File: src/area_scan_pkg.sv
// ========================================
// area scan shared definitions
// widths, opcodes, bus map and engine states
// ========================================
package area_scan_pkg;

	localparam int CDDB_AW       = 13;
	localparam int BUF_AW        = 11;
	localparam int BASE_W        = 9;
	localparam int FRAM_AW       = 16;
	localparam int FRAM_STORE_AW = 13;

	typedef logic [CDDB_AW-1:0] cddb_addr_t;
	typedef logic [BUF_AW-1:0]  buf_addr_t;
	typedef logic [BASE_W-1:0]  base_addr_t;
	typedef logic [FRAM_AW-1:0] fram_addr_t;
	typedef logic [7:0]         byte_t;

	// area layout, data byte then command byte
	localparam int AREA_LEN  = 128;
	localparam int REC_BYTES = 2;
	localparam int REC_COUNT = AREA_LEN / REC_BYTES;

	localparam logic [3:0] OP_SAVE = 4'h4;
	localparam logic [3:0] OP_REQ  = 4'h0;

	// fram timing in clock cycles
	localparam int FRAM_TIMEOUT   = 1000;
	localparam int FRAM_WR_CYCLES = 24;
	localparam int FRAM_RD_DELAY  = 2;

	// wishbone word address map
	localparam logic [15:0] WB_CDDB_BASE = 16'h0000;
	localparam logic [15:0] WB_CUDB_BASE = 16'h4000;
	localparam logic [15:0] REG_CTRL     = 16'h8000;
	localparam logic [15:0] REG_BASE_LO  = 16'h8001;
	localparam logic [15:0] REG_BASE_HI  = 16'h8002;
	localparam logic [15:0] REG_STATUS   = 16'h8003;

	typedef enum logic [3:0] {
		ST_IDLE, ST_FILL, ST_LOAD, ST_WAIT_BUF, ST_DECODE, ST_WR_DATA, ST_WR_CS,
		ST_WAIT_RDY, ST_READ, ST_VERIFY, ST_STORE_DATA, ST_STORE_CMD, ST_FAIL
	} scan_state_t;

endpackage

File: src/scan_wb_regs.sv
`timescale 1ns/10ps
// ========================================
// wishbone classic slave
// command RAM and result RAM windows,
// control, base and status registers
// ========================================
module scan_wb_regs (
	input  logic                      clk,
	input  logic                      rst,
	input  logic                      i_wb_cyc,
	input  logic                      i_wb_stb,
	input  logic                      i_wb_we,
	input  logic [15:0]               i_wb_adr,
	input  area_scan_pkg::byte_t      i_wb_dat,
	output area_scan_pkg::byte_t      o_wb_dat,
	output logic                      o_wb_ack,
	output logic                      o_cddb_wren,
	output area_scan_pkg::cddb_addr_t o_cddb_addr,
	output area_scan_pkg::byte_t      o_cddb_wdata,
	output area_scan_pkg::cddb_addr_t o_cudb_addr,
	input  area_scan_pkg::byte_t      i_cudb_rdata,
	output logic                      o_start,
	output area_scan_pkg::base_addr_t o_base_addr,
	input  logic                      i_busy,
	input  logic                      i_done,
	input  logic                      i_error
);
	import area_scan_pkg::*;

	logic  req;
	logic  req_wr;
	logic  req_rd;
	logic  in_cddb;
	logic  in_cudb;
	logic  cudb_sel;
	logic  done_r;
	logic  error_r;
	byte_t reg_rdata;

	// no new request in the ack cycle, so a held request gets a gap
	assign req     = i_wb_cyc & i_wb_stb & ~o_wb_ack;
	assign req_wr  = req & i_wb_we;
	assign req_rd  = req & ~i_wb_we;
	assign in_cddb = (i_wb_adr[15:13] == WB_CDDB_BASE[15:13]);
	assign in_cudb = (i_wb_adr[15:13] == WB_CUDB_BASE[15:13]);

	assign o_cddb_wren  = req_wr & in_cddb;
	assign o_cddb_addr  = cddb_addr_t'(i_wb_adr);
	assign o_cddb_wdata = i_wb_dat;
	assign o_cudb_addr  = cddb_addr_t'(i_wb_adr);
	assign o_wb_dat     = cudb_sel ? i_cudb_rdata : reg_rdata;

	always_ff @(posedge clk) begin
		if (rst) begin
			o_wb_ack    <= 1'b0;
			o_start     <= 1'b0;
			o_base_addr <= '0;
			cudb_sel    <= 1'b0;
			done_r      <= 1'b0;
			error_r     <= 1'b0;
		end else begin
			o_wb_ack <= req;
			o_start  <= 1'b0;
			if (req_rd) begin
				cudb_sel <= in_cudb;
			end
			// start clears the sticky bits of the last scan
			if (req_wr && (i_wb_adr == REG_CTRL) && i_wb_dat[0] && !i_busy) begin
				o_start <= 1'b1;
				done_r  <= 1'b0;
				error_r <= 1'b0;
			end else begin
				done_r  <= done_r | i_done;
				error_r <= error_r | i_error;
			end
			if (req_wr && (i_wb_adr == REG_BASE_LO)) begin
				o_base_addr[7:0] <= i_wb_dat;
			end
			if (req_wr && (i_wb_adr == REG_BASE_HI)) begin
				o_base_addr[8] <= i_wb_dat[0];
			end
		end
	end

	always_ff @(posedge clk) begin
		if (req_rd) begin
			case (i_wb_adr)
				REG_BASE_LO: reg_rdata <= o_base_addr[7:0];
				REG_BASE_HI: reg_rdata <= {7'd0, o_base_addr[8]};
				// the end pulse comes in the same cycle that busy falls
				REG_STATUS:  reg_rdata <= {5'd0, error_r | i_error, done_r | i_done, i_busy};
				default:     reg_rdata <= 8'd0;
			endcase
		end
	end

endmodule

File: config.mk
export PLATFORM = sky130hd
export DESIGN_NAME = scan_wb_regs
export DESIGN_NICKNAME = d
export VERILOG_FILES = /design/src/area_scan_pkg.sv /design/src/scan_wb_regs.sv
export SDC_FILE = /design/constraint.sdc
export NUM_CORES = 1
export LEC_CHECK = 0
export ABC_AREA = 0
export BUFFER_PORTS_ARGS = -buffer_cell sky130_fd_sc_hd__buf_2
export CAP_MARGIN = 20
export CORE_MARGIN = 2
export CORE_UTILIZATION = 44
export DETAILED_ROUTE_END_ITERATION = 8
export GPL_TIMING_DRIVEN = 1
export MAX_ROUTING_LAYER = met4
export PLACE_DENSITY = 0.92
export SLEW_MARGIN = 25
export SYNTH_ARGS = -nofsm -noshare
export SYNTH_HDL_FRONTEND = slang
export SYNTH_SLANG_ARGS = --single-unit
File: constraint.sdc
create_clock -name clk -period 3.2 [get_ports clk]
set_input_delay 0.32 -clock clk [delete_from_list [all_inputs] [get_ports clk]]
set_output_delay 0.32 -clock clk [all_outputs]
set_load 0.01 [all_outputs]
# After elaboration in Yosys (flattened, before gate mapping)

Cells that the tools add are included.

Register bits after elaboration: 22
Bits of input ports: 40
Output and inout port bits: 54
Word-level logic and storage cells: 33

Equality and inequality tests: 5
Muxes and demuxes: 3
Bitwise gates (word level): 9
Reductions and logical operators: 8

Operators by type and width:

| operator                                             | number |
|---|---|
| equality test 16 bit (second input constant)         | 4 |
| case mux 8 bit (3 select lines)                      | 1 |
| 2-to-1 mux 8 bit                                     | 1 |
| bitwise AND 1 bit                                    | 5 |
| logical AND 1 bit                                    | 5 |
| equality test 3 x 2 -> 1 bit (second input constant) | 1 |
| zero test 3 bit                                      | 1 |
| NOT 1 bit                                            | 2 |
| OR 1 bit                                             | 2 |
| OR reduction 2 bit                                   | 1 |
| zero test 1 bit                                      | 1 |
| 2-to-1 mux 1 bit                                     | 1 |

# Depth between registers and ports, before layout

Word-level depth: 7
Mapped depth: 6

# Least setup slack after synthesis

Ideal clock, no wire load.

Kind: input-to-reg
From: in i_wb_adr[9]
To: reg done_r
Setup time: 0.117 ns
Arrival time: 1.774 ns
Data required time: 3.083 ns
Setup slack: 1.309 ns
Stages: 5
Buffers on the path: 1
Path through: or4_4 or4_4 buf_6 nor3_4 nor3_1

Cells in the longest elaborated chain, start to end: 5

RTL lines:

| item                                | RTL line           | RTL |
|---|---|---|
| start: declaration                  | scan_wb_regs.sv:13 | `input logic [15:0] i_wb_adr,` |
| equality test 16 bit                | scan_wb_regs.sv:68 | `if (req_wr && (i_wb_adr == REG_CTRL) && i_wb_dat[0] && !i_busy) begin` |
| logical AND 1 bit (3 in series)     | scan_wb_regs.sv:68 |  |
| OR reduction 2 bit (no source line) | -                  |  |
| end signal: assignment              | scan_wb_regs.sv:73 | `done_r <= done_r \| i_done;` |
| end: declaration                    | scan_wb_regs.sv:36 | `logic done_r;` |

Every way passes these cells.
A chain may end at the register's enable or synchronous reset.

# Worst setup path in the final report

From: in i_wb_adr[13]
To: reg reg_rdata[1] (data pin)

Cells in the longest elaborated chain, start to end: 2

RTL lines:

| item                                | RTL line           | RTL |
|---|---|---|
| equality test 16 bit                | scan_wb_regs.sv:87 | `case (i_wb_adr)` |
| case mux 8 bit (3 select lines) (*) | scan_wb_regs.sv:87 |  |
| end signal: assignment              | scan_wb_regs.sv:88 | `REG_BASE_LO: reg_rdata <= o_base_addr[7:0];` |
| end signal: assignment              | scan_wb_regs.sv:89 | `REG_BASE_HI: reg_rdata <= {7'd0, o_base_addr[8]};` |
| end signal: assignment              | scan_wb_regs.sv:91 | `REG_STATUS: reg_rdata <= {5'd0, error_r \| i_error, done_r \| i_done, i_busy};` |
| end: declaration                    | scan_wb_regs.sv:38 | `byte_t reg_rdata;` |

Mark *: on every way between the ends. The rest lies on a longest branch, timed or not.

==> key figures <==
Routing
  – DR WL/cell: roughly 13 um
  – Final ANT Viol Nets: 0
  – Iter 0 DRT Violations: 12
  – Routed via count: 1,195
  – Routed WL: around 3 mm
  – Vias per Instance: approximately 5.2
  – # DRC: 0
  – TritonRoute pass-1 iters: 4

Clock network
  – CTS Buf Count: 3
  – Post CTS Setup Buffer Count: 0
  – CTS Hold Bufs: 0
  – Reg clk slew, reported paths: between 100 and 150 ps
  – H-tree depth: 1
  – CTS sink count: 22
  – Clock root buffer: clkbuf_4
  – Cts repair resizes: 0
  – Clk_lat worst skew: roughly 290 ps
  – CTS tree: yes
  – Worst-case clock buffer depth: 2

Logic synthesis
  – Post-synth top flop: dfxtp_1
  – Async set-reset flop share out of synthesis: 0
  – Yosys warnings: 0
  – Post-synthesis adder-cell area fraction: 0
  – Netlist Area Pre-Place: 0.00135 mm2
  – Yosys cell types: 32
  – Synthesized area per cell: 9.68 um2
  – Post-synthesis mux area share: 0.0753
  – Simple-gate portion of the synthesized area: 0.233
  – EDFF count, synth: 8
  – Seq/Total Area, Yosys: 0.387
  – Flop and latch count out of synthesis: 22
  – Synth Area in Compound Gates: 0.0949
  – Syn nets: 179
  – Mapped Cells: between 100 and 150
  – Largest family of logic cells by synthesized area: simple AND/OR/NAND/NOR gates
  – Xor/xnor share of the synthesized area: 0

Worst setup path
  – Worst setup EP type: flop
  – CP arrival: between 1500 and 2000 ps
  – CP Launch Type: primary input
  – Worst R2R Path Depth: 4
  – FF-to-FF End: done_r$_SDFF_PP0_
  – Crit path kind: in2reg
  – Critical Path End: reg_rdata[1]$_DFFE_PP_
  – CP max FO: 4
  – R2r startpoint: o_wb_ack$_SDFF_PP0_
  – Critical path data required time: 3320 ps
  – Critical path origin: i_wb_adr[13]
  – Reg-to-reg slack, setup: around 1600 ps

STA
  – Max-slew headroom: 0.476
  – Clk_skew: 4.91 ps
  – Fin crit period: 1820 ps
  – Max-slew violation count: 0
  – Unrepaired setup endpoints after global routing: false
  – Fmax: ~550 MHz
  – # setup viols final: 0
  – Fin Setup TNS: 0 ps
  – Worst Slack Setup Final: roughly 1400 ps
  – Final critical-path share of the clock period: 0.568
  – Final Hold Vio Count: 0
  – Worst slew pin tran: 783 ps

Placed design
  – RePlAce Congestion: about 0.76
  – Post-place setup slack: 1060 ps
  – Placed Area: about 0.0016 mm2
  – Port bufs: a little over 90
  – Inst Count DP: roughly 230
  – Hpwl dp: ~2.4 mm

Cells and area
  – Cell area after layout: roughly 0.0016 mm2
  – Antenna diode count: 0
  – Share of layout cells above drive strength 1: 0.584
  – Cell Count, Final, Fillers Out: 230
  – Final core utilization: 0.536
  – Nets: around 240
  – Area growth syn-to-layout: 18.7%
  – Fill cells: slightly below 300

Hold path
  – Hold-critical path depth: 3
  – Hold Path Class: in2reg

Global routing
  – First-pass GRT wire length: about 4.3 mm
  – GR Overflow Total: 0
  – Initial antenna violation count: 0
  – GRT Util Overall: 0.168
  – Largest net degree at the start of global routing: 15
  – Vias in the first global route: about 1,000

Floorplan
  – Die area: between 0.003 and 0.004 mm2
  – Core Region: just under 0.003 mm2
  – Row cnt: 20
  – Die Span X: about 60 um
  – Starting Density: 0.452
  – Die H: between 50 and 60 um
  – Ports: between 90 and 100

Power
  – Leakage: between 0.7 and 0.8 nW
  – Max rail drop VDD: 117 uV
  – Pwr/cell area: around 320 mW/mm2

Status
  – Outcome: finished clean

Flow run
  – Number of max-cap violations: 0
[worst min path at each step]
stage | startpoint | endpoint | slack (ps)
2_1_floorplan | rst | o_base_addr[0]$_SDFFE_PP0P_ | 390
3_3_place_gp | o_base_addr[0]$_SDFFE_PP0P_ | o_base_addr[0]$_SDFFE_PP0P_ | 490
3_5_place_dp | o_base_addr[0]$_SDFFE_PP0P_ | o_base_addr[0]$_SDFFE_PP0P_ | 500
4_1_cts | i_wb_dat[4] | o_base_addr[4]$_SDFFE_PP0P_ | 270
5_1_grt | i_wb_dat[5] | o_base_addr[5]$_SDFFE_PP0P_ | 270
6_report | i_wb_dat[3] | o_base_addr[3]$_SDFFE_PP0P_ | 270
[logic make-up (layout without fill, tap and decap cells)]
| kind of cell | after synthesis | after routing |
|---|---|---|
| AO/OA/AOI/OAI | 23 | 23 |
| multiplexers | 9 | 9 |
| AND/OR/NAND/NOR | 46 | 46 |
| buffers and inverters | 39 | 97 |
| flip-flops | 22 | 22 |
[registers in the layout (all words and copies together) (netlist names)]
signal and flops:
done_r 1, o_wb_ack 1, reg_rdata 8, cudb_sel 1, error_r 1, o_start 1
o_base_addr 9
[critical path: stages]
cell and delay, ps:
buf_2 120, or4b_4 580, nor4_1 530, nand2_1 170, a211oi_1 220
[metal layers]
layer  up-vias  GRT usage  routed length [um]  share of wire
met4         0     0.0584                  27         0.0092
met5         -          -                   0              0
met2        80      0.283                1420           0.48
met1       532      0.209                1150           0.39
met3         2     0.0153                 345           0.12
li1        581          -                   -              -
[synthesized netlist by cell type, types with 2 or more instances]
cell,number,share of area
and2_1,5,0.023
mux2_2,9,0.075
nand3b_1,2,0.011
dfxtp_1,14,0.21
edfxtp_1,8,0.18
a211oi_1,2,0.011
o21ai_1,8,0.030
buf_4,34,0.19
nor2_1,7,0.020
nor4_1,3,0.014
nor3_1,2,0.0074
clkbuf_1,3,0.0084
nand2_1,3,0.0084
nand3_1,10,0.037
or4_4,3,0.025
a21oi_1,10,0.037
[report_power, final]
part | switching, W | total, W | leakage [nW] | internal, W
Clock | 0.0000764 | 0.000125 | 0.0150 | 0.0000485
Combinational | 0.0000495 | 0.0000923 | 0.530 | 0.0000429
Sequential | 0.00000167 | 0.000295 | 0.190 | 0.000293
Total | 0.000128 | 0.000512 | 0.735 | 0.000384
[layout by cell type, fill, tap and decap left out, types with 3 or more instances in the layout]
cell,netlist,layout
a21oi_1,10,10
o21ai_1,8,8
and2_1,5,5
edfxtp_1,8,8
nor4_1,3,3
clkbuf_4,0,3
nand3_1,10,10
nor2_1,7,7
or4_4,3,3
mux2_2,9,9
dfxtp_1,14,14
buf_2,0,93
nand2_1,3,3
[final cells by class]
cell class	instances	area, um2	area share
sequential	22	520	0.326
multi-input combinational	78	543	0.340
tap	33	41.3	0.0259
timing repair buffer	93	465	0.292
clock buffer	4	26.3	0.0165
[stage by stage]
step,hold WS (ps),total power [W]
floorplan,389,0.000366
finish,274,0.000512
global route,274,0.000539
CTS,267,0.000519
global placement,490,0.000392
detailed placement,497,0.000394
No activity file was read; power rests on OpenSTA's default activity.
