**src/area_scan_pkg.sv**
```systemverilog
// ========================================
// area scan shared definitions
// widths, opcodes, bus map and engine states
// ========================================
package area_scan_pkg;

	localparam int CDDB_AW       = 13;
	localparam int BUF_AW        = 11;
	localparam int BASE_W        = 9;
	localparam int FRAM_AW       = 16;
	localparam int FRAM_STORE_AW = 13;

	typedef logic [CDDB_AW-1:0] cddb_addr_t;
	typedef logic [BUF_AW-1:0]  buf_addr_t;
	typedef logic [BASE_W-1:0]  base_addr_t;
	typedef logic [FRAM_AW-1:0] fram_addr_t;
	typedef logic [7:0]         byte_t;

	// area layout, data byte then command byte
	localparam int AREA_LEN  = 128;
	localparam int REC_BYTES = 2;
	localparam int REC_COUNT = AREA_LEN / REC_BYTES;

	localparam logic [3:0] OP_SAVE = 4'h4;
	localparam logic [3:0] OP_REQ  = 4'h0;

	// fram timing in clock cycles
	localparam int FRAM_TIMEOUT   = 1000;
	localparam int FRAM_WR_CYCLES = 24;
	localparam int FRAM_RD_DELAY  = 2;

	// wishbone word address map
	localparam logic [15:0] WB_CDDB_BASE = 16'h0000;
	localparam logic [15:0] WB_CUDB_BASE = 16'h4000;
	localparam logic [15:0] REG_CTRL     = 16'h8000;
	localparam logic [15:0] REG_BASE_LO  = 16'h8001;
	localparam logic [15:0] REG_BASE_HI  = 16'h8002;
	localparam logic [15:0] REG_STATUS   = 16'h8003;

	typedef enum logic [3:0] {
		ST_IDLE, ST_FILL, ST_LOAD, ST_WAIT_BUF, ST_DECODE, ST_WR_DATA, ST_WR_CS,
		ST_WAIT_RDY, ST_READ, ST_VERIFY, ST_STORE_DATA, ST_STORE_CMD, ST_FAIL
	} scan_state_t;

endpackage

```
**src/area_scan_io.sv**
```systemverilog
`timescale 1ns/10ps
// ========================================
// area scan engine
// copies one area into the buffer, then
// walks its records through the FRAM and
// writes verified results
// ========================================
module area_scan_io (
	input  logic                      clk,
	input  logic                      rst,
	input  logic                      i_start,
	input  area_scan_pkg::base_addr_t i_base_addr,
	output logic                      o_busy,
	output logic                      o_done,
	output logic                      o_error,
	output area_scan_pkg::cddb_addr_t o_cddb_addr,
	input  area_scan_pkg::byte_t      i_cddb_rdata,
	output logic                      o_buf_wren,
	output area_scan_pkg::buf_addr_t  o_buf_waddr,
	output area_scan_pkg::byte_t      o_buf_wdata,
	output area_scan_pkg::buf_addr_t  o_buf_raddr,
	input  area_scan_pkg::byte_t      i_buf_rdata,
	output logic                      o_cudb_wren,
	output area_scan_pkg::cddb_addr_t o_cudb_addr,
	output area_scan_pkg::byte_t      o_cudb_din,
	output logic                      o_fram_wren,
	output logic                      o_fram_rden,
	output logic [15:0]               o_fram_wr_len,
	output area_scan_pkg::fram_addr_t o_fram_addr,
	output logic                      o_fram_wr_dv,
	output area_scan_pkg::byte_t      o_fram_wdata,
	input  logic                      i_fram_rd_dv,
	input  area_scan_pkg::byte_t      i_fram_rdata,
	input  logic                      i_fram_rdy
);
	import area_scan_pkg::*;

	scan_state_t state;
	cddb_addr_t  base_byte;
	cddb_addr_t  rec_addr;
	logic [7:0]  fill_cnt;
	logic [5:0]  rec_idx;
	logic        byte_sel;
	logic [9:0]  wait_cnt;
	byte_t       data_r;
	byte_t       cmd_r;
	logic [15:0] rd_buf;
	logic [3:0]  data_cs;
	logic [3:0]  rd_cs;

	function automatic logic [3:0] popcount(input byte_t b);
		logic [3:0] n;
		n = 4'd0;
		for (int i = 0; i < 8; i++) begin
			n = n + 4'(b[i]);
		end
		return n;
	endfunction

	assign o_busy      = (state != ST_IDLE);
	assign rec_addr    = base_byte + cddb_addr_t'(rec_idx * REC_BYTES);
	assign o_buf_raddr = buf_addr_t'(rec_idx * REC_BYTES) + buf_addr_t'(byte_sel);
	assign data_cs     = popcount(data_r);
	assign rd_cs       = popcount(rd_buf[15:8]);

	// ========================================
	// fill, command RAM to buffer
	// ========================================
	// read data trails the address by one cycle, the write by two
	always_ff @(posedge clk) begin
		if (rst) begin
			o_buf_wren <= 1'b0;
		end else begin
			o_buf_wren <= (state == ST_FILL) && (fill_cnt != 8'd0)
				&& (fill_cnt <= 8'(AREA_LEN));
		end
	end

	always_ff @(posedge clk) begin
		o_buf_waddr <= buf_addr_t'(fill_cnt - 8'd1);
		o_buf_wdata <= i_cddb_rdata;
	end

	// ========================================
	// record FSM
	// ========================================
	always_ff @(posedge clk) begin
		if (rst) begin
			state         <= ST_IDLE;
			base_byte     <= '0;
			o_cddb_addr   <= '0;
			fill_cnt      <= '0;
			rec_idx       <= '0;
			byte_sel      <= 1'b0;
			wait_cnt      <= '0;
			o_done        <= 1'b0;
			o_error       <= 1'b0;
			o_fram_wren   <= 1'b0;
			o_fram_rden   <= 1'b0;
			o_fram_wr_dv  <= 1'b0;
			o_fram_wr_len <= '0;
			o_fram_addr   <= '0;
			o_cudb_wren   <= 1'b0;
		end else begin
			o_done      <= 1'b0;
			o_error     <= 1'b0;
			o_fram_wren <= 1'b0;
			o_fram_rden <= 1'b0;
			case (state)
				ST_IDLE: begin
					if (i_start) begin
						base_byte   <= {i_base_addr, 4'd0};
						o_cddb_addr <= {i_base_addr, 4'd0};
						fill_cnt    <= '0;
						state       <= ST_FILL;
					end
				end
				ST_FILL: begin
					o_cddb_addr <= o_cddb_addr + 1'b1;
					fill_cnt    <= fill_cnt + 8'd1;
					if (fill_cnt == 8'(AREA_LEN + 1)) begin
						rec_idx  <= '0;
						byte_sel <= 1'b0;
						state    <= ST_LOAD;
					end
				end
				// data byte arrives while the command byte is addressed
				ST_LOAD: begin
					if (!byte_sel) begin
						byte_sel <= 1'b1;
					end else begin
						data_r <= i_buf_rdata;
						state  <= ST_WAIT_BUF;
					end
				end
				ST_WAIT_BUF: begin
					cmd_r    <= i_buf_rdata;
					byte_sel <= 1'b0;
					state    <= ST_DECODE;
				end
				ST_DECODE: begin
					o_fram_addr <= fram_addr_t'(rec_addr);
					wait_cnt    <= '0;
					if (cmd_r[3:0] == OP_SAVE) begin
						o_fram_wren   <= 1'b1;
						o_fram_wr_len <= 16'(REC_BYTES);
						state         <= ST_WR_DATA;
					end else if (cmd_r[3:0] == OP_REQ) begin
						state <= ST_WAIT_RDY;
					end else begin
						state <= ST_FAIL;
					end
				end
				ST_WR_DATA: begin
					o_fram_wr_dv <= 1'b1;
					o_fram_wdata <= data_r;
					state        <= ST_WR_CS;
				end
				ST_WR_CS: begin
					o_fram_wdata <= {data_cs, 4'd0};
					state        <= ST_WAIT_RDY;
				end
				ST_WAIT_RDY: begin
					o_fram_wr_dv <= 1'b0;
					if (i_fram_rdy) begin
						o_fram_rden <= 1'b1;
						state       <= ST_READ;
					end else if (wait_cnt == 10'(FRAM_TIMEOUT - 1)) begin
						state <= ST_FAIL;
					end else begin
						wait_cnt <= wait_cnt + 10'd1;
					end
				end
				ST_READ: begin
					if (i_fram_rd_dv) begin
						rd_buf   <= {rd_buf[7:0], i_fram_rdata};
						byte_sel <= ~byte_sel;
						if (byte_sel) begin
							state <= ST_VERIFY;
						end
					end
				end
				// checksum nibble sits in the high half of the second byte
				ST_VERIFY: begin
					if (rd_buf[7:4] == rd_cs) begin
						o_cudb_wren <= 1'b1;
						o_cudb_addr <= rec_addr;
						o_cudb_din  <= rd_buf[15:8];
						state       <= ST_STORE_DATA;
					end else begin
						state <= ST_FAIL;
					end
				end
				ST_STORE_DATA: begin
					o_cudb_addr <= o_cudb_addr + 1'b1;
					o_cudb_din  <= cmd_r;
					state       <= ST_STORE_CMD;
				end
				ST_STORE_CMD: begin
					o_cudb_wren <= 1'b0;
					if (rec_idx == 6'(REC_COUNT - 1)) begin
						o_done <= 1'b1;
						state  <= ST_IDLE;
					end else begin
						rec_idx <= rec_idx + 6'd1;
						state   <= ST_LOAD;
					end
				end
				ST_FAIL: begin
					o_error <= 1'b1;
					state   <= ST_IDLE;
				end
				default: state <= ST_IDLE;
			endcase
		end
	end

endmodule

```
**config.mk**
```make
export PLATFORM = sky130hd
export DESIGN_NAME = area_scan_io
export DESIGN_NICKNAME = d
export VERILOG_FILES = /design/src/area_scan_pkg.sv /design/src/area_scan_io.sv
export SDC_FILE = /design/constraint.sdc
export NUM_CORES = 1
export LEC_CHECK = 0
export ABC_AREA = 0
export BUFFER_PORTS_ARGS = -buffer_cell sky130_fd_sc_hd__buf_2
export CORE_UTILIZATION = 29
export DETAILED_ROUTE_END_ITERATION = 12
export GPL_TIMING_DRIVEN = 0
export HOLD_SLACK_MARGIN = 0.03
export PLACE_DENSITY = 0.59
export SLEW_MARGIN = 20
export SYNTH_ARGS = -nofsm -noshare
export SYNTH_HDL_FRONTEND = slang
export SYNTH_SLANG_ARGS = --single-unit
```
**constraint.sdc**
```tcl
create_clock -name clk -period 11.8 [get_ports clk]
set_input_delay 1.77 -clock clk [delete_from_list [all_inputs] [get_ports clk]]
set_output_delay 1.77 -clock clk [all_outputs]
set_load 0.01 [all_outputs]
```
# Yosys cells after proc, flatten, opt, wreduce, memory -nomap -nowiden
# Cells that the tools add are included.
# Widths: inputs -> output; s select.
# classes
n_addsub	22
order_cmp	1
eq_ne	27
mux	37
bitwise_logic	5
reduce_logical	30
# ops
operator	n
$pmux 13 s2	2
$pmux 4 s12	1
$pmux 8 s2	3
$mux 4	9
$add 4x1->4	8
$add 13x1->13 const B	2
$mux 13	2
$eq 4x3->1 const B	5
$eq 4x4->1 const B	5
$mux 10	2
$pmux 10 s2	1
$reduce_and 3->1	6
$mux 8	2
$ne 2x2->1 const B	8
$reduce_bool 2->1	7
$add 13x7->13	1
$mux 6	2
$pmux 6 s2	1
$reduce_and 2->1	6
$add 10x1->10 const B	1
$eq 10x10->1 const B	1
$sub 8x1->9 const B	1
$add 3x1->4	2
$add 7x1->8	1
24 further kinds	43
# word_totals
register_bits	150
input_bits	38

# Longest topological paths before layout
# logic_depth
depth_word	10
mapped_depth	13
mapped_depth_nobuf	13

# Worst setup path before layout
# OpenSTA, ideal clock, no wires.
# synth_timing
path_kind	flip-flop to flip-flop
start	register rd_buf[8]
end	register o_cudb_addr[0], enable pin
setup_time_ps	425
arrival_time_ps	4375
path_slack_ps	6999
stages_incl_launch_ff	13
n_path_buf	0
path_cell_list	edfxtp_1 inv_1 fa_1 fa_1 fa_1 inv_1 ha_1 inv_1 fa_1 xnor2_1 nor2_1 a31oi_1 nor3_1
# synth_via
elab_chain_cells	10
# synth_rtl
element	line	rtl
start: declaration	area_scan_io.sv:47	logic [15:0] rd_buf;
start signal: assignment	area_scan_io.sv:176	rd_buf <= {rd_buf[7:0], i_fram_rdata};
$add 1x1->2	area_scan_io.sv:55	n = n + 4'(b[i]);
$add 2x1->3	area_scan_io.sv:55	
$add 3x1->4	area_scan_io.sv:55	
$add 4x1->4 (4 in a row)	area_scan_io.sv:55	
$eq 4x4->1	area_scan_io.sv:185	if (rd_buf[7:4] == rd_cs) begin
$ne 2x2->1 (no line)	--	
$reduce_and 3->1 (no line)	--	
end signal: assignment	area_scan_io.sv:187	o_cudb_addr <= rec_addr;
end signal: assignment	area_scan_io.sv:195	o_cudb_addr <= o_cudb_addr + 1'b1;
end: declaration	area_scan_io.sv:24	output area_scan_pkg::cddb_addr_t o_cudb_addr,
# No other way between the ends.
# A chain may end at the register's enable or synchronous reset.

# Final worst setup path
# layout_timing
start	register rd_buf[9]
end	register o_cudb_addr[12], enable pin
# Same word-level chain as after synthesis.

==> run metrics <==
PD cells 175 nW/um2; number of global-route vias before repair 5212; wire length per cell ~15 um; flop-to-flop setup slack 7.66 ns; Cell Area, Synth 6980 um2; Worst R2R Path Depth 13; hold path startpoint rd_buf[3]$_DFFE_PP_; flip-flop and latch count after synthesis 149; Port Buffers 125; initial antenna violation count 1; cts bufs inserted 17; Final GP Congestion approximately 0.83; worst skew pair latency between 0.4 and 0.5 ns; Design Area, Final approximately 8700 um2; FF/Latch Area 3590 um2; fin nets 943; CP cell instances inv_1 -> fa_1 -> fa_1 -> fa_1 -> inv_1 -> ha_1 -> inv_1 -> fa_1 -> xnor2_1 -> nor2_1 -> a31oi_1 -> nor3_2 -> buf_6; die area 24700 um2; clock buffer depth 2; vias 5619; Max Slew Vio Count 0; clk sinks roughly 150; peak supply drop 0.0804 mV; DP Area 8150 um2; largest net degree at the start of global routing 17; status finished, final reports clean; post-layout min period 4.14 ns; Ports 150; crit-path max cell delay ~0.5 ns; Detailed Route Iter0 Violations 376; total negative slack 0 ns; Worst-path clk slew roughly 0.06 ns; f_max between 200 and 250 MHz; Tot GR Track Use 0.149; placed cell count 1179; critical path class flip-flop to flip-flop; total of max-cap violations 0; Final setup viols 0; Synth async-reset ratio 0; core area 23500 um2; # H-tree levels 4; Finished Layout Cells 1211; top_reg_cell synth dfxtp_1; CP most frequent cell fa_1; Tot Pwr 1.52 mW; die width 157 um; Post-CTS Setup Repair Bufs 0; HPWL after detailed placement 13600 um; Worst Hold End rd_buf[11]$_DFFE_PP_; CP max FO 10; Initial Utilization 0.297; reg2reg start rd_buf[9]$_DFFE_PP_; Die Y 157 um; area of the multi-input gates 3020 um2; RSZ-0062 raised after global routing no; Syn-to-layout area delta 24.4%; Critical Path AT around 4.3 ns; Static Leak 3.43 nW; most common cell after layout, fill and taps aside buf_2; Crit Reg-Reg Endpoint o_cudb_addr[12]$_DFFE_PP_; Post-synth EDFFs 61; Final ANT Viol Nets 0; Rows 56; drt first pass iters 6; Synth cell types 58; Seq/Total Area, Yosys 0.515; # fillers between 2000 and 2500; GRT overflow 0; final hold slack 0.424 ns; CTS tree built; Critical Path Source Type flip-flop; Mapped Avg Cell Area ~10 um2; Least-Margin Pin Slew 0.851 ns; DR vias/cell 4.64; Worst Skew 0.00920 ns; Gate Count Post-Synth 709; Synth warnings 0; number of cells on the worst hold path 0; hold bufs inserted after CTS 0; n_diodes 0; final hold vios 0; most frequent cells in the layout buf_2, dfxtp_1, nand2_1; routed wire length 18100 um; Crit. End Element flip-flop; slowest CP cell fa_1; post-CTS sizing 0; share of cells above drive strength 1 0.231; Crit path required time 11.92 ns; clock root cell clkbuf_16; first-pass GRT wire length 28300 um; HP Class flip-flop to flip-flop; post-route clock period utilization 0.351; DRC 0; Worst slew margin 0.431
## critical path: cells and delay by family (launching register included)
kind / cells / cell delay, ns
AOI/OAI and AO/OA: 1 / 0.15
buffers and inverters: 4 / 0.45
xor gates and xnor gates: 1 / 0.15
and+or+nand+nor: 2 / 0.74
adders and majority gates: 5 / 1.99
DFF: 1 / 0.37
## where the power goes
part	internal [mW]	total [mW]	switching [mW]
registers	0.583	0.625	0.0421
logic	0.137	0.385	0.248
clock network	0.289	0.508	0.219
## layout make-up
type | instances | area share
clock inverters | 13 | 0.0121
clock buffers | 19 | 0.0498
repair buffers | 129 | 0.0765
well taps | 319 | 0.0459
plain buffers | 61 | 0.0395
flip-flops and latches | 149 | 0.414
multi-input cells | 485 | 0.347
inverters | 36 | 0.0156
## flip-flops by register name, summed over array words and instances (netlist names), 4 cells and up
name / cells
wait_cnt: 10
rec_idx: 6
cmd_r: 8
o_buf_wdata: 8
o_cddb_addr: 13
state: 4
o_cudb_addr: 13
base_byte: 9
o_fram_wdata: 8
o_cudb_din: 8
rd_buf: 16
fill_cnt: 8
data_r: 8
o_fram_addr: 12
o_buf_waddr: 9
## how the worst max path moves through the flow
| stage | from | to | slack [ns] | cells past startpoint |
|---|---|---|---|---|
| floorplan | rd_buf[8]$_DFFE_PP_ | o_cudb_addr[0]$_SDFFCE_PN0P_ | 7.00 | 12 |
| global placement | rd_buf[8]$_DFFE_PP_ | o_cudb_addr[7]$_DFFE_PP_ | 5.89 | 12 |
| detailed placement | rd_buf[9]$_DFFE_PP_ | o_cudb_addr[0]$_SDFFCE_PN0P_ | 7.60 | 13 |
| CTS | rd_buf[9]$_DFFE_PP_ | o_cudb_addr[12]$_DFFE_PP_ | 7.58 | 13 |
| global route | rd_buf[9]$_DFFE_PP_ | o_cudb_addr[12]$_DFFE_PP_ | 7.37 | 13 |
| finish | rd_buf[9]$_DFFE_PP_ | o_cudb_addr[12]$_DFFE_PP_ | 7.66 | 13 |
## metal layers
layer | share of wire | wire length, um | track usage | vias to the layer above
met5 | 0.00055 | 10 | 0 | -
met3 | 0.051 | 915 | 0.0292 | 25
met1 | 0.47 | 8470 | 0.206 | 2645
met2 | 0.46 | 8340 | 0.233 | 167
met4 | 0.018 | 317 | 0.0504 | 2
li1 | - | - | - | 2780
## synthesized netlist by cell type, types with 8 or more instances
library cell	count	share of area
a21oi_1	43	0.031
and3_1	8	0.0072
and2_1	8	0.0072
xnor2_1	31	0.039
nor3_1	18	0.013
nand3_1	19	0.014
clkbuf_1	26	0.014
xor2_1	12	0.015
nor2_1	62	0.033
dfxtp_1	88	0.25
fa_1	9	0.026
nand2_1	86	0.046
edfxtp_1	61	0.26
a211oi_1	14	0.015
nand4_1	12	0.011
a31oi_1	16	0.014
buf_4	29	0.031
o21ai_0	30	0.022
inv_1	36	0.019
ha_1	17	0.030
## metrics by stage
step	worst slack [ns]	utilization
4_1_cts	7.58	0.369
5_1_grt	7.37	0.369
6_report	7.66	0.369
3_5_place_dp	7.60	0.346
3_3_place_gp	5.89	0.344
2_1_floorplan	7.00	-
## cell families after synthesis
logic type / count (synthesis) / share of synthesized area
compound gates: 130 / 0.118
xor+xnor: 43 / 0.0539
fa+ha+maj: 26 / 0.0563
buf+inv: 97 / 0.0684
flops: 149 / 0.515
mux: 7 / 0.0102
other cells: 1 / 0.000537
simple gates: 256 / 0.178
Note: power is estimated with default switching activity, not from simulation.
